### src/hw/routerPkg.sv
package routerPkg;

  // ############################
  // ports
  // ############################

  localparam int numPorts = 5;

  // bit positions in the port vectors
  localparam int portIdxL = 0;
  localparam int portIdxN = 1;
  localparam int portIdxE = 2;
  localparam int portIdxW = 3;
  localparam int portIdxS = 4;

  typedef logic [numPorts-1:0] portVec; // req, valid, grant

  // ############################
  // flit fields
  // ############################

  typedef logic [2:0]  flitId;    // top bits of a flit
  typedef logic [11:0] pktLength; // low bits of a head flit

  localparam flitId flitIdHead = 3'b001;

  // ############################
  // arbiter states, one-hot
  // ############################

  typedef enum logic [5:0] {
    arbIdle = 6'b000001,
    arbL    = 6'b000010,
    arbN    = 6'b000100,
    arbE    = 6'b001000,
    arbW    = 6'b010000,
    arbS    = 6'b100000
  } arbState;

endpackage
### src/hw/routerOutput.sv
`timescale 1ns/10ps

module routerOutput
  import routerPkg::*;
#(
  parameter int flitWidth = 16
)
(
  input  logic                 clk,
  input  logic                 rst,
  input  portVec               req,
  input  portVec               flitValid,
  input  logic [flitWidth-1:0] flitL,
  input  logic [flitWidth-1:0] flitN,
  input  logic [flitWidth-1:0] flitE,
  input  logic [flitWidth-1:0] flitW,
  input  logic [flitWidth-1:0] flitS,
  output portVec               grant,
  output logic [flitWidth-1:0] outFlit,
  output logic                 outValid
);

  // switch allocator for this output link
  outputArbiter #(.flitWidth(flitWidth)) arbiter (
    .clk      (clk),
    .rst      (rst),
    .req      (req),
    .flitValid(flitValid),
    .flitL    (flitL),
    .flitN    (flitN),
    .flitE    (flitE),
    .flitW    (flitW),
    .flitS    (flitS),
    .grant    (grant)
  );

  // crossbar column, one cycle of latency
  flitMux #(.flitWidth(flitWidth)) mux (
    .clk      (clk),
    .rst      (rst),
    .grant    (grant),
    .flitValid(flitValid),
    .flitL    (flitL),
    .flitN    (flitN),
    .flitE    (flitE),
    .flitW    (flitW),
    .flitS    (flitS),
    .outFlit  (outFlit),
    .outValid (outValid)
  );

endmodule

### src/hw/flitMux.sv
`timescale 1ns/10ps

module flitMux
  import routerPkg::*;
#(
  parameter int flitWidth = 16
)
(
  input  logic                 clk,
  input  logic                 rst,
  input  portVec               grant,
  input  portVec               flitValid,
  input  logic [flitWidth-1:0] flitL,
  input  logic [flitWidth-1:0] flitN,
  input  logic [flitWidth-1:0] flitE,
  input  logic [flitWidth-1:0] flitW,
  input  logic [flitWidth-1:0] flitS,
  output logic [flitWidth-1:0] outFlit,
  output logic                 outValid
);

  logic [flitWidth-1:0] flitArr [numPorts];
  logic [flitWidth-1:0] selFlit;
  logic                 selValid;

  assign flitArr[portIdxL] = flitL;
  assign flitArr[portIdxN] = flitN;
  assign flitArr[portIdxE] = flitE;
  assign flitArr[portIdxW] = flitW;
  assign flitArr[portIdxS] = flitS;

  // grant is one-hot or zero
  always_comb
  begin
    selFlit = '0;
    for (int p = 0; p < numPorts; p++)
      if (grant[p])
        selFlit = flitArr[p];
  end

  assign selValid = |(grant & flitValid); // ungranted strobes dropped

  always_ff @(posedge clk)
  begin
    if (rst)
      outValid <= 1'b0;
    else
      outValid <= selValid;
  end

  always_ff @(posedge clk)
  begin
    if (selValid)
      outFlit <= selFlit;
  end

endmodule

### src/hw/outputArbiter.sv
`timescale 1ns/10ps

module outputArbiter
  import routerPkg::*;
#(
  parameter int flitWidth = 16
)
(
  input  logic                 clk,
  input  logic                 rst,
  input  portVec               req,
  input  portVec               flitValid,
  input  logic [flitWidth-1:0] flitL,
  input  logic [flitWidth-1:0] flitN,
  input  logic [flitWidth-1:0] flitE,
  input  logic [flitWidth-1:0] flitW,
  input  logic [flitWidth-1:0] flitS,
  output portVec               grant
);

  arbState     state;
  arbState     nextState;
  portVec      runTimer;
  portVec      timesUp;
  int unsigned holder;

  // state that grants port p
  function automatic arbState stateOf(int unsigned p);
    return arbState'(6'b000010 << p);
  endfunction

  // first requester in rotation order, from start over span ports
  function automatic arbState pickNext(portVec r, int unsigned start, int unsigned span);
    arbState     s;
    int unsigned idx;
    s = arbIdle;
    for (int k = span - 1; k >= 0; k--)
    begin
      idx = (start + k) % numPorts;
      if (r[idx])
        s = stateOf(idx); // lower k wins
    end
    return s;
  endfunction

  // ############################
  // hold timers
  // ############################

  portTimer #(.flitWidth(flitWidth)) timerL (
    .clk      (clk),
    .rst      (rst),
    .flit     (flitL),
    .flitValid(flitValid[portIdxL]),
    .runTimer (runTimer[portIdxL]),
    .timesUp  (timesUp[portIdxL])
  );

  portTimer #(.flitWidth(flitWidth)) timerN (
    .clk      (clk),
    .rst      (rst),
    .flit     (flitN),
    .flitValid(flitValid[portIdxN]),
    .runTimer (runTimer[portIdxN]),
    .timesUp  (timesUp[portIdxN])
  );

  portTimer #(.flitWidth(flitWidth)) timerE (
    .clk      (clk),
    .rst      (rst),
    .flit     (flitE),
    .flitValid(flitValid[portIdxE]),
    .runTimer (runTimer[portIdxE]),
    .timesUp  (timesUp[portIdxE])
  );

  portTimer #(.flitWidth(flitWidth)) timerW (
    .clk      (clk),
    .rst      (rst),
    .flit     (flitW),
    .flitValid(flitValid[portIdxW]),
    .runTimer (runTimer[portIdxW]),
    .timesUp  (timesUp[portIdxW])
  );

  portTimer #(.flitWidth(flitWidth)) timerS (
    .clk      (clk),
    .rst      (rst),
    .flit     (flitS),
    .flitValid(flitValid[portIdxS]),
    .runTimer (runTimer[portIdxS]),
    .timesUp  (timesUp[portIdxS])
  );

  // ############################
  // grant FSM
  // ############################

  always_ff @(posedge clk)
  begin
    if (rst)
      state <= arbIdle;
    else
      state <= nextState;
  end

  always_comb
  begin
    for (int p = 0; p < numPorts; p++)
      grant[p] = (state == stateOf(p));
  end

  // index of the current holder
  always_comb
  begin
    holder = 0;
    for (int p = 0; p < numPorts; p++)
      if (grant[p])
        holder = p;
  end

  // only the holder that stays keeps its timer running
  assign runTimer = grant & req & ~timesUp;

  always_comb
  begin
    if (grant == '0)
      nextState = pickNext(req, portIdxL, numPorts); // fixed priority L..S
    else if (runTimer != '0)
      nextState = state;
    else
      nextState = pickNext(req, holder + 1, numPorts - 1); // skip holder
  end

endmodule

### src/hw/portTimer.sv
`timescale 1ns/10ps

module portTimer
  import routerPkg::*;
#(
  parameter int flitWidth = 16
)
(
  input  logic                 clk,
  input  logic                 rst,
  input  logic [flitWidth-1:0] flit,
  input  logic                 flitValid,
  input  logic                 runTimer,
  output logic                 timesUp
);

  flitId    id;
  pktLength headLen;
  pktLength holdLen; // limit from the last head flit
  pktLength count;

  // fields sit at the two ends of the word
  assign id      = flit[flitWidth-1 -: $bits(flitId)];
  assign headLen = flit[$bits(pktLength)-1:0];

  always_ff @(posedge clk)
  begin
    if (rst)
    begin
      holdLen <= '0;
      count   <= '0;
    end
    else
    begin
      // captured on any head flit, granted or not
      if (flitValid && (id == flitIdHead))
        holdLen <= headLen;

      if (runTimer)
        count <= count + pktLength'(1);
      else
        count <= '0; // cleared whenever the port is not staying
    end
  end

  // high on the last cycle of the hold
  assign timesUp = (count == holdLen);

endmodule

### config.mk
export PLATFORM = sky130hd
export DESIGN_NAME = routerOutput
export DESIGN_NICKNAME = d
export VERILOG_FILES = /design/src/hw/routerPkg.sv /design/src/hw/routerOutput.sv /design/src/hw/flitMux.sv /design/src/hw/outputArbiter.sv /design/src/hw/portTimer.sv
export SDC_FILE = /design/constraint.sdc
export NUM_CORES = 1
export LEC_CHECK = 0
export ABC_AREA = 1
export ABC_CLOCK_PERIOD_IN_PS = 3200
export BUFFER_PORTS_ARGS = -buffer_cell sky130_fd_sc_hd__buf_4
export CORE_MARGIN = 5
export CORE_UTILIZATION = 49
export CTS_CLUSTER_DIAMETER = 60
export DETAILED_ROUTE_END_ITERATION = 10
export PLACE_DENSITY = 0.73
export SLEW_MARGIN = 20
export SYNTH_ARGS = -nofsm -noshare
export SYNTH_HDL_FRONTEND = slang
export SYNTH_SLANG_ARGS = --single-unit
export TNS_END_PERCENT = 1
### constraint.sdc
create_clock -name clk -period 3.2 [get_ports clk]
set_input_delay 0.96 -clock clk [delete_from_list [all_inputs] [get_ports clk]]
set_output_delay 0.96 -clock clk [all_outputs]
set_load 0.03 [all_outputs]
==> summary.md <==
| Metric | Value |
|---|---|
| Status | `completed` |
| Global-route usage over all layers | `between 20% and 30%` |
| CP top delay family | `simple AND/OR/NAND/NOR gates` |
| Crit end category | `flip-flop` |
| Crit-path cells | `inv_1, nor2_2, nand3_4, buf_4, nand2_4, ha_1, inv_1, ha_1, nor2_2, inv_2, nand3_4, nand2_2, o211ai_1, nand3_1, nand2_1, a21oi_2` |
| Hold Buf Count CTS | `0` |
| Max stage delay on crit path | `roughly 0.40 ns` |
| Number of synthesized flops with an enable pin | `16` |
| WL per Instance | `roughly 16 µm` |
| WP data required | `3.51 ns` |
| Largest net degree at the start of global routing | `30` |
| Root Buffer | `clkbuf_16` |
| PwrDens | `~690 nW/µm²` |
| Number of H-tree levels | `4` |
| CTS Buffer Depth | `2` |
| Flops & latches, synth | `around 140` |
| Leak | `approximately 4.0 nW` |
| CTS Buf Count | `17` |
| Die W | `133 µm` |
| Cell area after synthesis | `7410 µm²` |
| Post-route cell area | `approximately 9000 µm²` |
| Nets | `about 1.2k` |
| Startpoint types | `flip-flop` |
| Ant diodes | `0` |
| Async SR Flop Fraction | `0%` |
| Slowest-stage cell, CP | `dfxtp_1` |
| Grt total ovfl | `0` |
| Routed via count | `around 6.9k` |
| Max Cap Viol | `0` |
| Worst r2r dst | `arbiter.state[2]` |
| Fin. max-slew vios | `0` |
| Initial DRT Pass Iterations | `6` |
| Maximum vdd drop | `roughly 0.40 mV` |
| Die Y | `~130 µm` |
| CTS clk-pin slew, worst paths | `0.06 ns` |
| Syn nets | `1072` |
| Sink Count | `between 100 and 150` |
| Cells after Synth | `just under 1k` |
| Area Overhead vs Synth | `21.3%` |
| Clock Skews | `~0.0096 ns` |
| Crit Path Max Fanout | `8` |
| Post-CTS Setup Inserts | `0` |
| Unrepaired setup endpoints after global routing | `false` |
| Register area share after synthesis | `approximately 40%` |
| Starting density of the core | `between 40% and 50%` |
| Hold Crit Depth | `2` |
| Vias per cell | `approximately 5.4` |
| Max reg flops | `16` |
| Initial antenna violation count | `0` |
| Crit path buf inv count | `4` |
| First-pass GRT wire length | `33.7 mm` |
| Worst Tran Pin Value | `approximately 0.53 ns` |
| Critical path arrival | `roughly 3 ns` |
| Minimum clock period | `about 2.8 ns` |
| Port bufs | `113` |
| Tcrit/Tclk final | `~87%` |
| Max_slew headroom | `around 64%` |
| End of the worst hold path | `arbiter.timerW.holdLen[10]` |
| Reg2reg start | `arbiter.state[4]` |
| Setup violations, final | `0` |
| CTS tree | `yes` |
| Routability cong. | `approximately 0.95` |
| Footprint of the multi-input gates | `between 3000 and 4000 µm²` |
| Setup CP Type | `reg -> reg` |
| Violation count after the first detailed-route iteration | `600` |
| Register area | `3020 µm²` |
| Setup TNS | `0 ns` |
| R2R setup slack | `between 0.4 and 0.5 ns` |
| HP Start | `arbiter.timerW.holdLen[10]` |
| Max frequency | `359 MHz` |
| Post-route setup slack | `approximately 0.42 ns` |
| HP Class | `reg -> reg` |
| Residual DRC | `0` |
| ANT nets after route | `0` |
| Reg2Reg Depth | `16` |
| Vias in the first global route | `6525` |
| Top reg by flops | `mux.outFlit` |
| Ports | `between 100 and 150` |
| Worst skew pair latency | `approximately 0.42 ns` |
| Place WS | `0.439 ns` |
| Total core area | `15000 µm²` |
| Yosys warnings | `0` |
| Final hold viol count | `0` |
| Detailed Route WL | `21.1 mm` |
| Mapped Avg Cell Area | `7.62 µm²` |
| Hpwl dp | `approximately 16 mm` |
| Final Util | `around three fifths` |
| Top FF cell, synth | `dfxtp_1` |
| Post-CTS sizing | `0` |
| DP Area | `between 8000 and 9000 µm²` |
| # rows | `45` |
| Fillers | `around 1.4k` |
| Synth cell types | `54` |
| Share of cells above drive strength 1 | `between 20% and 30%` |
| Die ar. | `approximately 18000 µm²` |
==> worst max-delay path by stage <==
stage                startpoint                to  depth (start not counted)
3_3_place_gp   arbiter.state[4]  arbiter.state[2]                         16
2_1_floorplan  arbiter.state[4]  arbiter.state[2]                         16
5_1_grt        arbiter.state[4]  arbiter.state[5]                         19
3_5_place_dp   arbiter.state[4]  arbiter.state[2]                         16
4_1_cts        arbiter.state[4]  arbiter.state[2]                         16
6_report       arbiter.state[4]  arbiter.state[2]                         16
==> placed cells by master (no fill, tap or decap), types with 7 or more instances in the layout <==
| master | synthesis | final |
|---|---|---|
| xnor2_1 | 8 | 8 |
| o21ai_0 | 75 | 75 |
| or2_2 | 12 | 12 |
| dfxtp_1 | 127 | 127 |
| edfxtp_1 | 16 | 16 |
| a31oi_1 | 7 | 7 |
| a221o_1 | 10 | 10 |
| nor3_1 | 14 | 14 |
| a21oi_1 | 35 | 35 |
| xor2_1 | 59 | 59 |
| nor4_1 | 13 | 13 |
| nor3b_1 | 9 | 9 |
| buf_4 | 0 | 122 |
| nor2_1 | 172 | 172 |
| nand3_4 | 7 | 7 |
| nand3_1 | 55 | 55 |
| nand2_2 | 10 | 10 |
| nand2_1 | 142 | 142 |
| ha_1 | 7 | 7 |
| clkbuf_16 | 0 | 18 |
| inv_1 | 80 | 80 |
| nand4_1 | 10 | 10 |
==> cell usage after synthesis, types with 2 or more instances <==
master / n / share of area [%]
nor2_1: 172 / 8.7
nand2_1: 142 / 7.2
dfxtp_1: 127 / 34
inv_1: 80 / 4.1
o21ai_0: 75 / 5.1
xor2_1: 59 / 7.0
nand3_1: 55 / 3.7
a21oi_1: 35 / 2.4
clkbuf_1: 18 / 0.91
edfxtp_1: 16 / 6.5
nor3_1: 14 / 0.95
nor4_1: 13 / 1.1
or2_2: 12 / 1.0
a221o_1: 10 / 1.4
buf_2: 10 / 0.68
nand2_2: 10 / 0.84
nand4_1: 10 / 0.84
nor3b_1: 9 / 0.91
xnor2_1: 8 / 0.95
a31oi_1: 7 / 0.59
ha_1: 7 / 1.2
nand3_4: 7 / 1.7
and3_1: 6 / 0.51
inv_2: 6 / 0.30
nor2_2: 6 / 0.51
a21oi_2: 5 / 0.59
buf_1: 5 / 0.25
nor2_4: 5 / 0.76
clkinv_1: 4 / 0.20
nand2_4: 3 / 0.46
nand3_2: 3 / 0.41
nand3b_1: 3 / 0.30
o2111ai_1: 3 / 0.35
o21ai_1: 3 / 0.20
o22ai_1: 3 / 0.25
a22o_1: 2 / 0.24
buf_6: 2 / 0.30
nor3b_2: 2 / 0.34
==> cell type report <==
class	count	share of cell area [%]
inverters	91	3.83
clock inverters	11	1.14
clock buffers	21	5.36
multi-input cells	704	43.2
well taps	188	2.62
repair buffers	122	10.2
flip-flops and latches	143	33.6
==> worst register-to-register path, stage by stage, from the launching register on <==
cell and delay (ns):
dfxtp_1 0.40, inv_1 0.07, nor2_2 0.20, nand3_4 0.14
buf_4 0.20, nand2_4 0.10, ha_1 0.30, inv_1 0.11
ha_1 0.24, nor2_2 0.21, inv_2 0.08, nand3_4 0.13
nand2_2 0.08, o211ai_1 0.17, nand3_1 0.09, nand2_1 0.09
a21oi_2 0.05
==> cell families (layout without fill, tap and decap cells) <==
kind of cell	Yosys count	count (layout)	share of synthesized area [%]
AO/OA/AOI/OAI	152	152	12.2
XOR/XNOR	67	67	7.92
flip-flops	143	143	40.8
AND/OR/NAND/NOR	478	478	31.2
buffers and inverters	126	245	6.79
adder cells (fa/ha/maj)	7	7	1.18
==> stage by stage <==
stage / total power (W) / std cells / hold slack, ns
floorplan: 0.00359 / 973 / 0.436
global placement: 0.00421 / 1248 / 0.452
detailed placement: 0.00422 / 1248 / 0.453
CTS: 0.00615 / 1280 / 0.461
global route: 0.00647 / 1280 / 0.480
finish: 0.00616 / 1280 / 0.466
==> power breakdown <==
part           total [W]  internal (W)  switching, W
Clock            0.00195       0.00116      0.000786
Combinational    0.00215      0.000729       0.00142
Sequential       0.00207       0.00198     0.0000843
Total            0.00616       0.00387       0.00229
==> layer usage <==
layer / wire [µm] / up-vias / GRT usage (%)
met2: 9360 / 287 / 36.7
li1: - / 3413 / -
met4: 626 / 0 / 8.55
met1: 9490 / 3142 / 33.2
met5: 0 / - / 0
met3: 1580 / 54 / 5.48
Power figures use the tool's default switching activity.
